`src/include/gpio_params.svh`:
```
`ifndef GPIO_PARAMS_SVH
`define GPIO_PARAMS_SVH

// Pin count of the port
`define GPIO_PIN_W        8

// AXI-Lite bus widths
`define GPIO_ADDR_W       32
`define GPIO_DATA_W       32
`define GPIO_STRB_W       4
`define GPIO_PROT_W       3
`define GPIO_RESP_W       2

// Register map
`define GPIO_BASE_ADDR    (32'h0200_7000)
`define GPIO_OFS_CFG      (32'h0000_0000)
`define GPIO_OFS_DOUT     (32'h0000_0004)
`define GPIO_OFS_DIN      (32'h0000_0008)

// Response codes
`define GPIO_RESP_OKAY    (2'b00)
`define GPIO_RESP_DECERR  (2'b11)

`endif

```
`src/hdl/gpio_pkg.sv`:
```
`default_nettype none

`include "gpio_params.svh"

package gpio_pkg;

    ////////////////////
    // Register word views
    ////////////////////

    // Config word, direction in the low byte
    typedef struct packed {
        logic [`GPIO_DATA_W-`GPIO_PIN_W-2:0] reserved;
        logic                                latch_en;
        logic [`GPIO_PIN_W-1:0]              dir;
    } gpio_cfg_t;

    // Output data word
    typedef struct packed {
        logic [`GPIO_DATA_W-`GPIO_PIN_W-1:0] reserved;
        logic [`GPIO_PIN_W-1:0]              data;
    } gpio_dout_t;

    // One bus word, read as config or output data by address
    typedef union packed {
        gpio_cfg_t                cfg;
        gpio_dout_t               dout;
        logic [`GPIO_DATA_W-1:0]  raw;
    } gpio_word_u;

    ////////////////////
    // Decode and request
    ////////////////////

    typedef enum logic [1:0] {
        REG_CFG  = 2'd0,
        REG_DOUT = 2'd1,
        REG_DIN  = 2'd2,
        REG_NONE = 2'd3
    } gpio_reg_e;

    typedef struct packed {
        logic       en;
        gpio_reg_e  sel;
        gpio_word_u word;
    } gpio_wr_req_t;

endpackage

`default_nettype wire

```
`src/hdl/gpio_axi_slave.sv`:
```
`timescale 1ns/1ps
`default_nettype none

`include "gpio_params.svh"

module gpio_axi_slave (
    input  wire                          clk_i,
    input  wire                          resetn_i,

    // Write address channel
    input  wire  [`GPIO_ADDR_W-1:0]      s_awaddr_i,
    input  wire  [`GPIO_PROT_W-1:0]      s_awprot_i,
    input  wire                          s_awvalid_i,
    output logic                         s_awready_o,

    // Write data channel
    input  wire  [`GPIO_DATA_W-1:0]      s_wdata_i,
    input  wire  [`GPIO_STRB_W-1:0]      s_wstrb_i,
    input  wire                          s_wvalid_i,
    output logic                         s_wready_o,

    // Write response channel
    output logic [`GPIO_RESP_W-1:0]      s_bresp_o,
    output logic                         s_bvalid_o,
    input  wire                          s_bready_i,

    // Read address channel
    input  wire  [`GPIO_ADDR_W-1:0]      s_araddr_i,
    input  wire  [`GPIO_PROT_W-1:0]      s_arprot_i,
    input  wire                          s_arvalid_i,
    output logic                         s_arready_o,

    // Read data channel
    output logic [`GPIO_DATA_W-1:0]      s_rdata_o,
    output logic [`GPIO_RESP_W-1:0]      s_rresp_o,
    output logic                         s_rvalid_o,
    input  wire                          s_rready_i,

    // Register block side
    output gpio_pkg::gpio_wr_req_t       wr_req_o,
    output gpio_pkg::gpio_reg_e          rd_sel_o,
    input  wire  [`GPIO_DATA_W-1:0]      rd_data_i
);

    logic                      awready_q;
    logic                      bvalid_q;
    logic [`GPIO_RESP_W-1:0]   bresp_q;
    logic                      arready_q;
    logic                      rvalid_q;
    logic [`GPIO_DATA_W-1:0]   rdata_q;
    logic [`GPIO_RESP_W-1:0]   rresp_q;
    gpio_pkg::gpio_reg_e       wr_sel;
    gpio_pkg::gpio_reg_e       ar_sel;
    logic                      wr_ok;

    // Full address match, anything else is unmapped
    function automatic gpio_pkg::gpio_reg_e decode_addr(input logic [`GPIO_ADDR_W-1:0] addr);
        gpio_pkg::gpio_reg_e sel;
        case (addr)
            `GPIO_BASE_ADDR + `GPIO_OFS_CFG:  sel = gpio_pkg::REG_CFG;
            `GPIO_BASE_ADDR + `GPIO_OFS_DOUT: sel = gpio_pkg::REG_DOUT;
            `GPIO_BASE_ADDR + `GPIO_OFS_DIN:  sel = gpio_pkg::REG_DIN;
            default:                          sel = gpio_pkg::REG_NONE;
        endcase
        return sel;
    endfunction

    assign wr_sel = decode_addr(s_awaddr_i);
    assign ar_sel = decode_addr(s_araddr_i);

    // Only config and output data take writes
    assign wr_ok = (wr_sel == gpio_pkg::REG_CFG) || (wr_sel == gpio_pkg::REG_DOUT);

    always_comb begin
        wr_req_o.en       = awready_q && wr_ok;
        wr_req_o.sel      = wr_sel;
        wr_req_o.word.raw = s_wdata_i;
    end

    // Select is live only in the arready cycle
    assign rd_sel_o = arready_q ? ar_sel : gpio_pkg::REG_NONE;

    ////////////////////
    // Write path
    ////////////////////

    // Address and data accepted together, one response pending at most
    always_ff @(posedge clk_i or negedge resetn_i) begin
        if (!resetn_i) begin
            awready_q <= 1'b0;
            bvalid_q  <= 1'b0;
        end else begin
            awready_q <= s_awvalid_i && s_wvalid_i && !bvalid_q && !awready_q;
            if (awready_q) begin
                bvalid_q <= 1'b1;
            end else if (s_bready_i) begin
                bvalid_q <= 1'b0;
            end
        end
    end

    always_ff @(posedge clk_i) begin
        if (awready_q) begin
            bresp_q <= wr_ok ? `GPIO_RESP_OKAY : `GPIO_RESP_DECERR;
        end
    end

    ////////////////////
    // Read path
    ////////////////////

    always_ff @(posedge clk_i or negedge resetn_i) begin
        if (!resetn_i) begin
            arready_q <= 1'b0;
            rvalid_q  <= 1'b0;
        end else begin
            arready_q <= s_arvalid_i && !rvalid_q && !arready_q;
            if (arready_q) begin
                rvalid_q <= 1'b1;
            end else if (s_rready_i) begin
                rvalid_q <= 1'b0;
            end
        end
    end

    // Unmapped reads see zero from the mux
    always_ff @(posedge clk_i) begin
        if (arready_q) begin
            rdata_q <= rd_data_i;
            rresp_q <= (ar_sel == gpio_pkg::REG_NONE) ? `GPIO_RESP_DECERR : `GPIO_RESP_OKAY;
        end
    end

    assign s_awready_o = awready_q;
    assign s_wready_o  = awready_q;
    assign s_bvalid_o  = bvalid_q;
    assign s_bresp_o   = bresp_q;
    assign s_arready_o = arready_q;
    assign s_rvalid_o  = rvalid_q;
    assign s_rdata_o   = rdata_q;
    assign s_rresp_o   = rresp_q;

    ////////////////////
    // Protocol checks
    ////////////////////

    a_bvalid_hold: assert property (@(posedge clk_i) disable iff (!resetn_i)
        s_bvalid_o && !s_bready_i |=> s_bvalid_o && $stable(s_bresp_o));

    a_rdata_stable: assert property (@(posedge clk_i) disable iff (!resetn_i)
        s_rvalid_o && !s_rready_i |=> s_rvalid_o && $stable(s_rdata_o));

    // Back-pressure holds off the next write
    a_no_accept_during_b: assert property (@(posedge clk_i) disable iff (!resetn_i)
        !(s_awready_o && s_bvalid_o));

endmodule

`default_nettype wire

```
`src/hdl/gpio_regs.sv`:
```
`timescale 1ns/1ps
`default_nettype none

`include "gpio_params.svh"

module gpio_regs (
    input  wire                          clk_i,
    input  wire                          resetn_i,
    input  wire gpio_pkg::gpio_wr_req_t  wr_req_i,
    input  wire gpio_pkg::gpio_reg_e     rd_sel_i,
    output logic [`GPIO_DATA_W-1:0]      rd_data_o,
    input  wire  [`GPIO_PIN_W-1:0]       din_i,
    output logic [`GPIO_PIN_W-1:0]       dir_o,
    output logic                         latch_en_o,
    output logic [`GPIO_PIN_W-1:0]       dout_o
);

    logic [`GPIO_PIN_W-1:0]  dir_q;
    logic                    latch_en_q;
    logic [`GPIO_PIN_W-1:0]  dout_q;
    gpio_pkg::gpio_word_u    rd_word;

    // Config and output data, each taken through its own view of the word
    always_ff @(posedge clk_i or negedge resetn_i) begin
        if (!resetn_i) begin
            dir_q      <= '0;
            latch_en_q <= 1'b0;
            dout_q     <= '0;
        end else if (wr_req_i.en) begin
            if (wr_req_i.sel == gpio_pkg::REG_CFG) begin
                dir_q      <= wr_req_i.word.cfg.dir;
                latch_en_q <= wr_req_i.word.cfg.latch_en;
            end else if (wr_req_i.sel == gpio_pkg::REG_DOUT) begin
                dout_q <= wr_req_i.word.dout.data;
            end
        end
    end

    // Readback, reserved bits read as zero
    always_comb begin
        rd_word = '0;
        case (rd_sel_i)
            gpio_pkg::REG_CFG: begin
                rd_word.cfg.dir      = dir_q;
                rd_word.cfg.latch_en = latch_en_q;
            end
            gpio_pkg::REG_DOUT: begin
                rd_word.dout.data = dout_q;
            end
            gpio_pkg::REG_DIN: begin
                rd_word.raw[`GPIO_PIN_W-1:0] = din_i;
            end
            default: begin
                rd_word.raw = '0;
            end
        endcase
    end

    assign rd_data_o  = rd_word.raw;
    assign dir_o      = dir_q;
    assign latch_en_o = latch_en_q;
    assign dout_o     = dout_q;

    // Input register is read-only, the slave must filter it
    a_no_din_write: assert property (@(posedge clk_i) disable iff (!resetn_i)
        wr_req_i.en |-> wr_req_i.sel != gpio_pkg::REG_DIN);

endmodule

`default_nettype wire

```
`src/hdl/gpio_pins.sv`:
```
`timescale 1ns/1ps
`default_nettype none

`include "gpio_params.svh"

module gpio_pins (
    input  wire                      clk_i,
    input  wire                      resetn_i,
    input  wire  [`GPIO_PIN_W-1:0]   dir_i,
    input  wire                      latch_en_i,
    input  wire  [`GPIO_PIN_W-1:0]   dout_i,
    input  wire  [`GPIO_PIN_W-1:0]   gpio_i,
    output logic [`GPIO_PIN_W-1:0]   gpio_o,
    output logic [`GPIO_PIN_W-1:0]   gpio_oe_o,
    output logic [`GPIO_PIN_W-1:0]   din_sync_o
);

    logic [`GPIO_PIN_W-1:0]  latch_q;
    logic [`GPIO_PIN_W-1:0]  sync1_q;
    logic [`GPIO_PIN_W-1:0]  sync2_q;

    // Output latch follows dout while enabled, else holds
    always_ff @(posedge clk_i or negedge resetn_i) begin
        if (!resetn_i) begin
            latch_q <= '0;
        end else if (latch_en_i) begin
            latch_q <= dout_i;
        end
    end

    // Two-flop synchronizer on the pin inputs
    always_ff @(posedge clk_i or negedge resetn_i) begin
        if (!resetn_i) begin
            sync1_q <= '0;
            sync2_q <= '0;
        end else begin
            sync1_q <= gpio_i;
            sync2_q <= sync1_q;
        end
    end

    // Tri-state lives in the pad ring
    assign gpio_o     = latch_q;
    assign gpio_oe_o  = dir_i;
    assign din_sync_o = sync2_q;

endmodule

`default_nettype wire

```
`src/hdl/gpio_axi_top.sv`:
```
`timescale 1ns/1ps
`default_nettype none

`include "gpio_params.svh"

module gpio_axi_top (
    input  wire                       clk_i,
    input  wire                       resetn_i,

    // AXI-Lite slave port
    input  wire  [`GPIO_ADDR_W-1:0]   s_awaddr_i,
    input  wire  [`GPIO_PROT_W-1:0]   s_awprot_i,
    input  wire                       s_awvalid_i,
    output wire                       s_awready_o,
    input  wire  [`GPIO_DATA_W-1:0]   s_wdata_i,
    input  wire  [`GPIO_STRB_W-1:0]   s_wstrb_i,
    input  wire                       s_wvalid_i,
    output wire                       s_wready_o,
    output wire  [`GPIO_RESP_W-1:0]   s_bresp_o,
    output wire                       s_bvalid_o,
    input  wire                       s_bready_i,
    input  wire  [`GPIO_ADDR_W-1:0]   s_araddr_i,
    input  wire  [`GPIO_PROT_W-1:0]   s_arprot_i,
    input  wire                       s_arvalid_i,
    output wire                       s_arready_o,
    output wire  [`GPIO_DATA_W-1:0]   s_rdata_o,
    output wire  [`GPIO_RESP_W-1:0]   s_rresp_o,
    output wire                       s_rvalid_o,
    input  wire                       s_rready_i,

    // Pins toward the pad ring
    input  wire  [`GPIO_PIN_W-1:0]    gpio_i,
    output wire  [`GPIO_PIN_W-1:0]    gpio_o,
    output wire  [`GPIO_PIN_W-1:0]    gpio_oe_o
);

    gpio_pkg::gpio_wr_req_t    wr_req;
    gpio_pkg::gpio_reg_e       rd_sel;
    logic [`GPIO_DATA_W-1:0]   rd_data;
    logic [`GPIO_PIN_W-1:0]    dir;
    logic                      latch_en;
    logic [`GPIO_PIN_W-1:0]    dout;
    logic [`GPIO_PIN_W-1:0]    din_sync;

    gpio_axi_slave slave_i (
        .clk_i       (clk_i),
        .resetn_i    (resetn_i),
        .s_awaddr_i  (s_awaddr_i),
        .s_awprot_i  (s_awprot_i),
        .s_awvalid_i (s_awvalid_i),
        .s_awready_o (s_awready_o),
        .s_wdata_i   (s_wdata_i),
        .s_wstrb_i   (s_wstrb_i),
        .s_wvalid_i  (s_wvalid_i),
        .s_wready_o  (s_wready_o),
        .s_bresp_o   (s_bresp_o),
        .s_bvalid_o  (s_bvalid_o),
        .s_bready_i  (s_bready_i),
        .s_araddr_i  (s_araddr_i),
        .s_arprot_i  (s_arprot_i),
        .s_arvalid_i (s_arvalid_i),
        .s_arready_o (s_arready_o),
        .s_rdata_o   (s_rdata_o),
        .s_rresp_o   (s_rresp_o),
        .s_rvalid_o  (s_rvalid_o),
        .s_rready_i  (s_rready_i),
        .wr_req_o    (wr_req),
        .rd_sel_o    (rd_sel),
        .rd_data_i   (rd_data)
    );

    gpio_regs regs_i (
        .clk_i      (clk_i),
        .resetn_i   (resetn_i),
        .wr_req_i   (wr_req),
        .rd_sel_i   (rd_sel),
        .rd_data_o  (rd_data),
        .din_i      (din_sync),
        .dir_o      (dir),
        .latch_en_o (latch_en),
        .dout_o     (dout)
    );

    gpio_pins pins_i (
        .clk_i      (clk_i),
        .resetn_i   (resetn_i),
        .dir_i      (dir),
        .latch_en_i (latch_en),
        .dout_i     (dout),
        .gpio_i     (gpio_i),
        .gpio_o     (gpio_o),
        .gpio_oe_o  (gpio_oe_o),
        .din_sync_o (din_sync)
    );

endmodule

`default_nettype wire

```
`config.mk`:
```
export PLATFORM = sky130hd
export DESIGN_NAME = gpio_axi_top
export DESIGN_NICKNAME = d
export VERILOG_FILES = /design/src/hdl/gpio_pkg.sv /design/src/hdl/gpio_axi_slave.sv /design/src/hdl/gpio_regs.sv /design/src/hdl/gpio_pins.sv /design/src/hdl/gpio_axi_top.sv
export VERILOG_INCLUDE_DIRS = /design/src /design/src/include
export SDC_FILE = /design/constraint.sdc
export NUM_CORES = 1
export LEC_CHECK = 0
export ABC_AREA = 1
export BUFFER_PORTS_ARGS = -buffer_cell sky130_fd_sc_hd__buf_2
export CORE_UTILIZATION = 35
export DETAILED_ROUTE_END_ITERATION = 8
export GPL_TIMING_DRIVEN = 0
export PLACE_DENSITY = 0.74
export SLEW_MARGIN = 20
export SYNTH_ARGS = -nofsm -noshare
export SYNTH_HDL_FRONTEND = slang
export SYNTH_HIERARCHICAL = 1
export SYNTH_SLANG_ARGS = --single-unit
```
`constraint.sdc`:
```
create_clock -name clk_i -period 1.69 [get_ports clk_i]
set_input_delay 0.2535 -clock clk_i [delete_from_list [all_inputs] [get_ports clk_i]]
set_output_delay 0.2535 -clock clk_i [all_outputs]
set_load 0.02 [all_outputs]
```
==> flow_summary.ini <==
[clocking]
clk_pin_slew_worst_paths_ns = 0.08
numClockSinks = 79
insertion_delay_ns = 0.34
cts.path.max_buffers = 2
cts_made_buffers = 9
clock_tree_from_tritoncts = done
cts_root_buf = sky130_fd_sc_hd__clkbuf_8
htreeDepth = 3

[logic_synthesis]
synth_cells = 367
syn_avg_cell_area_um2 = 9.778
syn_area_um2 = 3588
synthesis.yosys.warnings = 6

[placed_design]
placedCellCount = 657
place.port_buffers = 135
final_weighted_congestion_in_routability_driven_placement = 0.8522
dpl.hpwl_mm = 5.712
placed_cell_area_um2 = 4514

[worst_setup_path]
worst-setup-path-type = flip-flop to flip-flop
crit_path_end_kind = flip-flop
timing.rr.end = slave_i/s_rdata_o[0]$_DFFE_PP_
cp_num_buf_inv = 2
worst_path_dominant_cell_family = flip-flops
rr_worst_depth = 5
worstPathMaxFanout = 11
regToRegSetupSlack_ns = 0.15
timing.critical_path.arrival_ns = 1.62
timing.critical_path.slowest_stage_cell = sky130_fd_sc_hd__dfrtp_4
path_cells = nand3_1 -> buf_2 -> inv_2 -> nand3_1 -> nand3_1
critPathRequiredTime_ns = 1.76
worstReg2RegStart = slave_i/s_arready_o$_DFF_PN0_
critical_path.startpoint_type = flip-flop
crit_path_max_incr_delay_ns = 0.57
crit_path_frequent_cell = sky130_fd_sc_hd__nand3_1

[drt]
firstDrtPassIters = 4
wirelength_mm = 7.361
detail_route.wl_per_cell_um = 10.81
antenna_left = 0
post-route-drc-count = 0
drt-initial-drc-count = 94
routed-via-count = 2836
avgViaCountPerCell = 4.164

[final_layout]
layoutNonFillerInstCount = 681
final_design_area_excluding_fillers_um2 = 4842
antenna_cells_inserted = 0
layout-drive-gt1-share_pct = 40.51
finalCoreUtilization_pct = 49.09
fillcell_total = 916
layout-area-overhead-vs-synth_pct = 34.94
final_nets = 664

[timing]
post-route-min-period_ns = 1.542
clock-skew-final_ns = 0.01030
worst_slew_pin_slew_ns = 0.9650
rsz0062_at_grt = no
report.final.hold_viol_count = 0
report.final.slew_viol_count = 0
finalSetupViolations = 0
setup-tns-final_ns = 0
timing.max_slew.rel_slack_pct = 35.67
fin_crit_sh_pct = 91.23
clock.fmax_ghz = 0.6486
hold_slack_ns = 0.02904

[global_route]
grt_pass1_wl_mm = 11.30
global_route_usage_over_all_layers_pct = 14.28
grt_pass1_vias = 2641
antenna_found_initial = 0
grt_overflow_total = 0
grt_max_degree = 46

[job]
timing.max_cap.violations = 0

[floorplanning]
die_width_um = 103.3
placement_rows = 36
dieArea_um2 = 10660
core_area_um2 = 9864
die_h_um = 103.3
pin_count = 178
floorplan.initialDensity_pct = 36.38

[min_path]
hp-start = gpio_i[1]
hold_depth = 1
whs_endpoint = pins_i/sync1_q[1]$_DFF_PN0_
min_path_type = input port to flip-flop

[outcome]
run_status = complete, no violations

[power]
leakagePower_nw = 2.552
vdd_ir_drop_max_mv = 0.3675
power_density_nw_per_um2 = 885.2
==> worst max-delay path by stage <==
stage                                                end  slack, ns  depth (start not counted)                     startpoint
after floorplan           slave_i/s_rdata_o[6]$_DFFE_PP_       0.11                          4  slave_i/s_arready_o$_DFF_PN0_
after detailed placement  slave_i/s_rdata_o[0]$_DFFE_PP_      -0.21                         10                  s_araddr_i[1]
after global placement    slave_i/s_rdata_o[0]$_DFFE_PP_      -0.16                         10                  s_araddr_i[1]
after global routing      slave_i/s_rdata_o[2]$_DFFE_PP_       0.01                         10                  s_araddr_i[5]
after CTS                 slave_i/s_rdata_o[0]$_DFFE_PP_       0.07                          5  slave_i/s_arready_o$_DFF_PN0_
final                     slave_i/s_rdata_o[0]$_DFFE_PP_       0.15                          5  slave_i/s_arready_o$_DFF_PN0_
==> cell type report <==
type / count / area [um2] / area share, %
sequential: 79 / 2151 / 44.42
buffer: 49 / 376.6 / 7.778
multi-input combinational: 232 / 1041 / 21.50
inverter: 29 / 111.4 / 2.300
tap: 133 / 166.4 / 3.437
clock inverter: 5 / 85.08 / 1.757
timing repair buffer: 143 / 758.2 / 15.66
clock buffer: 11 / 152.6 / 3.152
==> where the power goes <==
part / switching, W / total (W) / internal, W
Sequential: 0.0000452 / 0.00218 / 0.00214
Combinational: 0.000287 / 0.000502 / 0.000215
Clock: 0.000669 / 0.00160 / 0.000932
Total: 0.00100 / 0.00429 / 0.00328
==> per-stage QoR <==
step	power, W	setup slack, ns
floorplan	0.002473	0.1084
CTS	0.004332	0.06897
global route	0.004488	0.01358
detailed placement	0.002697	-0.2102
finish	0.004286	0.1481
global placement	0.002685	-0.1551
==> worst reg2reg max path, cell delays in order (launching register included) <==
cell and delay, ns:
sky130_fd_sc_hd__dfrtp_4 0.57, sky130_fd_sc_hd__nand3_1 0.18, sky130_fd_sc_hd__buf_2 0.24, sky130_fd_sc_hd__inv_2 0.10, sky130_fd_sc_hd__nand3_1 0.08, sky130_fd_sc_hd__nand3_1 0.11
==> state kept, by name, summed over array words and instances (netlist names), 8 cells and up <==
name,flops
slave_i/s_rdata_o,32
pins_i/din_sync_o,8
regs_i/dir_o,8
pins_i/gpio_o,8
regs_i/dout_o,8
pins_i/sync1_q,8
==> timing repair <==
action	4_1_cts	5_1_grt
setup endpoints to repair	10	6
buffers inserted	1	1
resized for setup	1	2
hold buffers	4	2
endpoints found under the hold margin	4	2
==> placed cells by master, fill, tap and decap left out, types with 2 or more instances in the layout <==
cell and instances:
sky130_fd_sc_hd__nor2_1 42, sky130_fd_sc_hd__bufinv_16 2, sky130_fd_sc_hd__nor2_4 2, sky130_fd_sc_hd__nand4_1 11
sky130_fd_sc_hd__inv_1 23, sky130_fd_sc_hd__nand3_1 38, sky130_fd_sc_hd__nand2_1 97, sky130_fd_sc_hd__buf_2 136
sky130_fd_sc_hd__conb_1 23, sky130_fd_sc_hd__inv_2 5, sky130_fd_sc_hd__inv_6 2, sky130_fd_sc_hd__nor2_2 7
sky130_fd_sc_hd__and2_1 2, sky130_fd_sc_hd__buf_6 3, sky130_fd_sc_hd__edfxtp_1 34, sky130_fd_sc_hd__dfrtp_1 44
sky130_fd_sc_hd__dlygate4sd3_1 6, sky130_fd_sc_hd__buf_4 45, sky130_fd_sc_hd__clkbuf_8 9
==> per-layer routing <==
| metal | global-route usage, % | up-vias | share of wire [%] |
|---|---|---|---|
| met1 | 15.70 | 1221 | 44 |
| met2 | 25.90 | 138 | 47 |
| met3 | 3.831 | 13 | 7.1 |
| met5 | 0 | - | 0 |
| li1 | - | 1464 | - |
| met4 | 6.284 | 0 | 2.0 |
No activity file was read; power rests on OpenSTA's default activity.
